--- src/corr_pkg.sv ---
// Correlator sizes, Wishbone register map, command opcodes and the command word union.
package corr_pkg;

	// Channel and lag geometry.
	localparam int num_inputs = 4;
	localparam int num_pairs = num_inputs * (num_inputs - 1) / 2; // (0,1) (0,2) (0,3) (1,2) (1,3) (2,3).
	localparam int num_lags = 3; // Index 0 is lag -1, 1 is lag 0, 2 is lag +1.
	localparam int num_cross = num_pairs * num_lags;

	localparam int count_width = 16; // Counters saturate at all ones.
	localparam int window_width = 12;
	localparam int frame_width = 8;
	localparam int op_width = 4;
	localparam int cmd_width = 16;

	localparam int wb_adr_width = 8;
	localparam int wb_dat_width = 32;

	// Register map.
	localparam logic [wb_adr_width-1:0] reg_cmd = 8'h00; // Write only.
	localparam logic [wb_adr_width-1:0] reg_status = 8'h01;
	localparam logic [wb_adr_width-1:0] reg_window = 8'h02;
	localparam logic [wb_adr_width-1:0] reg_auto_base = 8'h10;
	localparam logic [wb_adr_width-1:0] reg_cross_base = 8'h20; // Plus pair * 3 plus lag index.

	// Opcodes in the top nibble of the command word.
	localparam logic [op_width-1:0] op_start = 4'd1;
	localparam logic [op_width-1:0] op_invert = 4'd2;
	localparam logic [op_width-1:0] op_clear = 4'd3;

	// One command word, read as a window length or as an inversion mask.
	typedef union packed {
		struct packed {
			logic [op_width-1:0] opcode;
			logic [window_width-1:0] length;
		} win;
		struct packed {
			logic [op_width-1:0] opcode;
			logic [7:0] reserved;
			logic [num_inputs-1:0] invert_mask;
		} mask;
	} cmd_word_u;

endpackage

--- src/coincidence_counter.sv ---
// Per-channel edge counters, one-cycle lag line and saturating pairwise coincidence counters.
`timescale 1ns/1ps

module coincidence_counter import corr_pkg::*; (
	input  logic                             pllclk,
	input  logic                             rst_n,
	input  logic [num_inputs-1:0]            pulse_edge,
	input  logic                             integrating,
	input  logic                             clear,
	output logic [num_inputs*count_width-1:0] auto_count,
	output logic [num_cross*count_width-1:0]  cross_count
);

	logic [num_inputs-1:0] edge_d;

	function automatic logic [count_width-1:0] sat_inc(input logic [count_width-1:0] v);
		return (&v) ? v : v + 1'b1;
	endfunction

	// Delay line for the +1 and -1 lags.
	always_ff @(posedge pllclk) begin
		if (!rst_n) begin
			edge_d <= '0;
		end else begin
			edge_d <= pulse_edge;
		end
	end

	// Lag 0 autocorrelation, one counter per channel.
	for (genvar c = 0; c < num_inputs; c++) begin : g_auto
		logic [count_width-1:0] cnt;

		always_ff @(posedge pllclk) begin
			if (!rst_n || clear) begin
				cnt <= '0;
			end else if (integrating && pulse_edge[c]) begin
				cnt <= sat_inc(cnt);
			end
		end

		assign auto_count[c*count_width +: count_width] = cnt;
	end

	// Cross-correlation for every pair i < j.
	for (genvar i = 0; i < num_inputs - 1; i++) begin : g_i
		for (genvar j = i + 1; j < num_inputs; j++) begin : g_j
			localparam int pair = i * (2 * num_inputs - i - 1) / 2 + j - i - 1;
			logic [num_lags-1:0] hit;

			assign hit[0] = edge_d[j] & pulse_edge[i]; // j one cycle before i.
			assign hit[1] = pulse_edge[i] & pulse_edge[j];
			assign hit[2] = edge_d[i] & pulse_edge[j]; // j one cycle after i.

			for (genvar l = 0; l < num_lags; l++) begin : g_lag
				logic [count_width-1:0] cnt;

				always_ff @(posedge pllclk) begin
					if (!rst_n || clear) begin
						cnt <= '0;
					end else if (integrating && hit[l]) begin
						cnt <= sat_inc(cnt);
					end
				end

				assign cross_count[(pair*num_lags + l)*count_width +: count_width] = cnt;
			end
		end
	end

endmodule

--- src/corr_top.sv ---
// Top level of the four-input intensity correlator with its Wishbone slave.
`timescale 1ns/1ps

module corr_top import corr_pkg::*; (
	input  logic                    pllclk,
	input  logic                    rst_n,
	input  logic [num_inputs-1:0]   line_in,
	input  logic                    wb_cyc,
	input  logic                    wb_stb,
	input  logic                    wb_we,
	input  logic [wb_adr_width-1:0] wb_adr,
	input  logic [wb_dat_width-1:0] wb_dat_i,
	output logic [wb_dat_width-1:0] wb_dat_o,
	output logic                    wb_ack,
	output logic                    irq
);

	logic [num_inputs-1:0] pulse_edge;
	logic [num_inputs-1:0] invert_mask;
	logic integrating;
	logic clear;
	logic snapshot;
	logic [frame_width-1:0] frame_count;
	logic [window_width-1:0] window_len;
	logic cmd_valid;
	cmd_word_u cmd_word;
	logic [num_inputs*count_width-1:0] auto_count;
	logic [num_cross*count_width-1:0] cross_count;

	pulse_sampler u_sampler (
		.pllclk      (pllclk),
		.rst_n       (rst_n),
		.line_in     (line_in),
		.invert_mask (invert_mask),
		.pulse_edge  (pulse_edge)
	);

	coincidence_counter u_counter (
		.pllclk      (pllclk),
		.rst_n       (rst_n),
		.pulse_edge  (pulse_edge),
		.integrating (integrating),
		.clear       (clear),
		.auto_count  (auto_count),
		.cross_count (cross_count)
	);

	integration_ctrl u_ctrl (
		.pllclk      (pllclk),
		.rst_n       (rst_n),
		.cmd_valid   (cmd_valid),
		.cmd_word    (cmd_word),
		.invert_mask (invert_mask),
		.integrating (integrating),
		.clear       (clear),
		.snapshot    (snapshot),
		.irq         (irq),
		.frame_count (frame_count),
		.window_len  (window_len)
	);

	corr_wb_regs u_regs (
		.pllclk      (pllclk),
		.rst_n       (rst_n),
		.wb_cyc      (wb_cyc),
		.wb_stb      (wb_stb),
		.wb_we       (wb_we),
		.wb_adr      (wb_adr),
		.wb_dat_i    (wb_dat_i),
		.wb_dat_o    (wb_dat_o),
		.wb_ack      (wb_ack),
		.auto_count  (auto_count),
		.cross_count (cross_count),
		.snapshot    (snapshot),
		.integrating (integrating),
		.frame_count (frame_count),
		.window_len  (window_len),
		.cmd_valid   (cmd_valid),
		.cmd_word    (cmd_word)
	);

endmodule

--- src/corr_wb_regs.sv ---
// Wishbone classic slave with command register, snapshot readout bank and read mux.
`timescale 1ns/1ps

module corr_wb_regs import corr_pkg::*; (
	input  logic                             pllclk,
	input  logic                             rst_n,
	input  logic                             wb_cyc,
	input  logic                             wb_stb,
	input  logic                             wb_we,
	input  logic [wb_adr_width-1:0]          wb_adr,
	input  logic [wb_dat_width-1:0]          wb_dat_i,
	output logic [wb_dat_width-1:0]          wb_dat_o,
	output logic                             wb_ack,
	input  logic [num_inputs*count_width-1:0] auto_count,
	input  logic [num_cross*count_width-1:0]  cross_count,
	input  logic                             snapshot,
	input  logic                             integrating,
	input  logic [frame_width-1:0]           frame_count,
	input  logic [window_width-1:0]          window_len,
	output logic                             cmd_valid,
	output cmd_word_u                        cmd_word
);

	logic access;
	logic cmd_write;
	logic [num_inputs*count_width-1:0] auto_bank;
	logic [num_cross*count_width-1:0] cross_bank;
	logic [wb_dat_width-1:0] rd_next;

	// New cycle seen; the ack cycle itself never starts another.
	assign access = wb_cyc & wb_stb & ~wb_ack;
	assign cmd_write = access & wb_we & (wb_adr == reg_cmd);

	always_ff @(posedge pllclk) begin
		if (!rst_n) begin
			wb_ack <= 1'b0;
			cmd_valid <= 1'b0;
			wb_dat_o <= '0;
		end else begin
			wb_ack <= access;
			cmd_valid <= cmd_write;
			if (access)
				wb_dat_o <= rd_next;
		end
	end

	always_ff @(posedge pllclk) begin
		if (cmd_write)
			cmd_word <= cmd_word_u'(wb_dat_i[cmd_width-1:0]);
	end

	// Frozen copy of the counters at the end of each window.
	always_ff @(posedge pllclk) begin
		if (!rst_n) begin
			auto_bank <= '0;
			cross_bank <= '0;
		end else if (snapshot) begin
			auto_bank <= auto_count;
			cross_bank <= cross_count;
		end
	end

	always_comb begin
		logic [wb_adr_width-1:0] ofs;
		rd_next = '0;
		ofs = '0;
		if (wb_adr == reg_status) begin
			rd_next[0] = integrating;
			rd_next[15:8] = frame_count;
		end else if (wb_adr == reg_window) begin
			rd_next[window_width-1:0] = window_len;
		end else if (wb_adr >= reg_auto_base && wb_adr < reg_auto_base + num_inputs) begin
			ofs = wb_adr - reg_auto_base;
			rd_next[count_width-1:0] = auto_bank[ofs*count_width +: count_width];
		end else if (wb_adr >= reg_cross_base && wb_adr < reg_cross_base + num_cross) begin
			ofs = wb_adr - reg_cross_base;
			rd_next[count_width-1:0] = cross_bank[ofs*count_width +: count_width];
		end
	end

endmodule

--- src/integration_ctrl.sv ---
// Command decode, integration window countdown, clear and snapshot strobes, frame counter.
`timescale 1ns/1ps

module integration_ctrl import corr_pkg::*; (
	input  logic                    pllclk,
	input  logic                    rst_n,
	input  logic                    cmd_valid,
	input  cmd_word_u               cmd_word,
	output logic [num_inputs-1:0]   invert_mask,
	output logic                    integrating,
	output logic                    clear,
	output logic                    snapshot,
	output logic                    irq,
	output logic [frame_width-1:0]  frame_count,
	output logic [window_width-1:0] window_len
);

	logic [op_width-1:0] opcode;
	logic [window_width-1:0] remaining;
	logic armed; // Clear cycle that precedes a window.
	logic start_ok;

	assign opcode = cmd_word.win.opcode;
	assign start_ok = cmd_valid && opcode == op_start && !integrating && !clear &&
		cmd_word.win.length != '0;

	always_ff @(posedge pllclk) begin
		if (!rst_n) begin
			invert_mask <= '0;
			integrating <= 1'b0;
			clear <= 1'b0;
			snapshot <= 1'b0;
			irq <= 1'b0;
			armed <= 1'b0;
			frame_count <= '0;
			window_len <= '0;
		end else begin
			clear <= 1'b0;
			snapshot <= 1'b0;
			irq <= 1'b0;
			armed <= 1'b0;
			if (start_ok) begin
				clear <= 1'b1;
				armed <= 1'b1;
				window_len <= cmd_word.win.length;
			end
			if (armed) begin
				integrating <= 1'b1;
			end else if (integrating && remaining == 1) begin
				integrating <= 1'b0; // Last counted cycle.
				snapshot <= 1'b1;
				irq <= 1'b1;
				frame_count <= frame_count + 1'b1;
			end
			if (cmd_valid && opcode == op_invert)
				invert_mask <= cmd_word.mask.invert_mask;
			if (cmd_valid && opcode == op_clear) begin
				clear <= 1'b1;
				frame_count <= '0;
			end
		end
	end

	// Cycles left in the window.
	always_ff @(posedge pllclk) begin
		if (start_ok)
			remaining <= cmd_word.win.length;
		else if (integrating)
			remaining <= remaining - 1'b1;
	end

endmodule

--- src/pulse_sampler.sv ---
// Pulse input synchroniser with per-channel inversion and rising-edge detection.
`timescale 1ns/1ps

module pulse_sampler import corr_pkg::*; (
	input  logic                  pllclk,
	input  logic                  rst_n,
	input  logic [num_inputs-1:0] line_in,
	input  logic [num_inputs-1:0] invert_mask,
	output logic [num_inputs-1:0] pulse_edge
);

	logic [num_inputs-1:0] sync_q1;
	logic [num_inputs-1:0] sync_q2;
	logic [num_inputs-1:0] level;
	logic [num_inputs-1:0] level_q;

	// Two flops against metastability on the asynchronous lines.
	always_ff @(posedge pllclk) begin
		if (!rst_n) begin
			sync_q1 <= '0;
			sync_q2 <= '0;
		end else begin
			sync_q1 <= line_in;
			sync_q2 <= sync_q1;
		end
	end

	assign level = sync_q2 ^ invert_mask; // Conditioned level.

	// Same latency on every channel, so relative timing is kept.
	always_ff @(posedge pllclk) begin
		if (!rst_n) begin
			level_q <= '0;
			pulse_edge <= '0;
		end else begin
			level_q <= level;
			pulse_edge <= level & ~level_q;
		end
	end

endmodule

--- config.mk ---
export PLATFORM = sky130hd
export DESIGN_NAME = corr_top
export DESIGN_NICKNAME = d
export VERILOG_FILES = /design/src/corr_pkg.sv /design/src/coincidence_counter.sv /design/src/corr_top.sv /design/src/corr_wb_regs.sv /design/src/integration_ctrl.sv /design/src/pulse_sampler.sv
export SDC_FILE = /design/constraint.sdc
export NUM_CORES = 2
export LEC_CHECK = 0
export ABC_CLOCK_PERIOD_IN_PS = 5280
export BUFFER_PORTS_ARGS = -buffer_cell sky130_fd_sc_hd__buf_4
export CAP_MARGIN = 20
export CORE_ASPECT_RATIO = 1.1
export CORE_MARGIN = 2
export CORE_UTILIZATION = 55
export DETAILED_ROUTE_END_ITERATION = 12
export PLACE_DENSITY = 0.71
export SYNTH_ARGS = -nofsm -noshare
export SYNTH_HDL_FRONTEND = slang
export SYNTH_HIERARCHICAL = 1
export SYNTH_SLANG_ARGS = --single-unit
--- constraint.sdc ---
create_clock -name pllclk -period 5.28 [get_ports pllclk]
set_input_delay 0.264 -clock pllclk [delete_from_list [all_inputs] [get_ports pllclk]]
set_output_delay 0.264 -clock pllclk [all_outputs]
set_load 0.005 [all_outputs]
==> metrics.txt <==
Peak Freq 339 MHz; # setup viols final 0; Final Net Count 4038; relative slew slack 25.8%; Post-CTS Setup Bufs 0; Avg Cell Area, Syn 9.51 um2; core area a little under 70000 um2; ys flop type dfxtp_1; via count 30613; FP Rows around 100; largest net degree at the start of global routing 134; Placed Cells roughly 4800; Max Slew Vio Count 0; Ports 83; vias in the first global route ~28000; CP Launch Type flip-flop; P&R area growth vs syn 10.3%; pre-CTS WS ~2400 ps; Post-DP Area 39000 um2; DR iter-0 viols 2489; setup ws final 2330 ps; Max clock buf depth 3; routability congestion estimate 0.916; Routed WL 99200 um; ys async rst share 0%; Mapped Cells 4010; outcome finished, final reports clean; setup_tns 0 ps; critical path arrival 3510 ps; Detail Route Antenna Nets 0; Sequential Power Share 48.8%; most common cell in the netlist dfxtp_1; initial core utilization about 55%; number of distinct library cells after synthesis 83; first-pass GRT wire length 155000 um; CTS Buf Count 83; Hold Crit Class in -> reg; Synth top area share roughly two fifths; TritonCTS clock tree built; clk_skew 25.6 ps; Ys Warns 6; Max Cap Viol 0; clock root buffer clkbuf_16; Net Sw Frac 21.6%; post_cts resized 0; Post-route DRC 0; CTS sink count 798; routed vias/inst 6.18; drt wl/cell between 20 and 25 um; Leakage between 10 and 15 nW; diodes inserted 0; final hold vios 0; grt total ovfl 0; Max H-tree Level 3; height of the chip 280 um; Yosys top cell by area dfxtp_1; post-layout instance area 42100 um2; worst endpoint required time 5840 ps; Area contributors post-synth dfxtp_1 40%, mux2i_1 12%, nor2b_1 6.0%; Worst setup EP type flip-flop; clk slew on worst S/H paths 60 ps; Die X 255 um; Yosys reg bits 798; RSZ-0062 raised after global routing false; Post-synth EDFFs 28; Power Density 296 nW/um2; P_int 9.75 mW; PortBufs 50; DR pass1 iterations 6; Worst VDD drop 0.000316 V; post-route minimum period 2950 ps; initial antenna violation count 1; actual slew at the worst max-slew pin 1110 ps; Clk pwr share 48.4%; Hold-fix buffers, CTS 20; Crit Path Category reg -> reg; Non-Filler Instances 4954; register area share after synthesis 42.6%; worst-skew pair later-pin latency about 630 ps; Period Utilization, post-route 55.9%; CP Max Fanout 25; Die ar. approximately 70000 um2; logic gate share of total power 2.8%; Synth Cell Area 38100 um2; layout cell share with drive strength beyond 1 8.54%; commonest cells in the synthesized netlist 770 x dfxtp_1, 462 x mux2i_1, 367 x nor2b_1; total track usage 27.1%; Post-DP HPWL roughly 66000 um; NetSw ~2.7 mW
==> final cells by class <==
| class | instances | area [um2] |
|---|---|---|
| multi-input cells | 2911 | 20600 |
| repair buffers | 109 | 980 |
| fillers | 5843 | 26800 |
| clock inverters | 21 | 274 |
| clock buffers | 127 | 2510 |
| well taps | 927 | 1160 |
| inverters | 61 | 229 |
| flip-flops and latches | 798 | 16300 |
==> final timing paths <==
path / start / endpoint / depth (start not counted) / slack [ps]
worst max-delay path: u_ctrl/integrating / u_counter/g_i[1].g_j[3].g_lag[1].cnt[15] / 5 / 2330
worst min-delay path: rst_n / u_sampler/sync_q1[2] / 2 / 50
worst max register to register: u_ctrl/integrating / u_counter/g_i[1].g_j[3].g_lag[1].cnt[15] / 5 / 2330
worst min register to register: u_sampler/sync_q1[2] / u_sampler/sync_q2[2] / 1 / 440
==> power by group through the flow <==
stage	Clock, mW	Combinational [mW]	Sequential, mW
floorplan	0	0.234	6.20
finish	6.02	0.351	6.07
global placement	0	0.331	6.20
CTS	6.12	0.347	6.07
detailed placement	0	0.333	6.20
global route	6.36	0.377	6.06
==> registers in the layout, summed over array words and instances, names as in the netlist <==
register and count:
u_sampler/sync_q2 4, u_ctrl/clear 1, u_regs/wb_dat_o 16, u_regs/wb_ack 1
u_counter/g_auto.cnt 64, u_sampler/sync_q1 4, u_ctrl/window_len 12, u_regs/cross_bank 288
u_regs/auto_bank 64, u_regs/cmd_word 16, u_ctrl/irq 1, u_ctrl/frame_count 8
u_regs/cmd_valid 1, u_ctrl/armed 1, u_sampler/level_q 4, u_sampler/pulse_edge 4
u_ctrl/integrating 1, u_ctrl/invert_mask 4, u_ctrl/remaining 12, u_counter/edge_d 4
u_counter/g_i.g_j.g_lag.cnt 288
==> logic make-up after synthesis <==
| group | count (synthesis) | share of synthesized area [%] |
|---|---|---|
| compound gates | 740 | 12.2 |
| xor+xnor | 21 | 0.482 |
| fa+ha+maj | 25 | 0.820 |
| buf+inv | 316 | 3.52 |
| flops | 798 | 42.6 |
| mux | 534 | 16.2 |
| other cells | 1 | 0.00983 |
| simple gates | 1575 | 24.1 |
==> stage by stage <==
step | total power [mW] | hold WS, ps | utilization, %
2_1_floorplan | 6.43 | 363 | -
3_3_place_gp | 6.53 | 415 | 56.7
3_5_place_dp | 6.53 | 426 | 56.7
4_1_cts | 12.5 | 46.9 | 61.0
5_1_grt | 12.8 | 78.4 | 61.1
6_report | 12.4 | 52.4 | 61.1
==> per-layer routing <==
| layer | GRT usage, % | wire length, um | vias up | part of all wire (%) |
|---|---|---|---|---|
| met5 | 0 | 16 | - | 0.016 |
| met4 | 12.7 | 4660 | 2 | 4.7 |
| met3 | 4.95 | 6040 | 207 | 6.1 |
| met2 | 43.3 | 45100 | 834 | 45 |
| met1 | 35.5 | 43300 | 14769 | 44 |
| li1 | - | - | 14801 | - |
==> cell usage in the layout (no fill, tap or decap), types with 110 or more instances in the layout <==
master	Yosys	final
dfxtp_1	770	768
mux2i_1	462	462
nor2b_1	367	366
a21oi_1	279	279
nand2_1	279	279
o21ai_0	153	153
nand3_1	149	149
nand4_1	113	113
or4_1	111	111
o31ai_1	110	110
==> worst max-delay path, stage by stage, from the launching register on <==
cell	delay [ps]
dfxtp_2	660
buf_4	470
nand3_2	340
or4_1	740
or4_1	520
a21oi_1	150
Power figures use the tool's default switching activity.
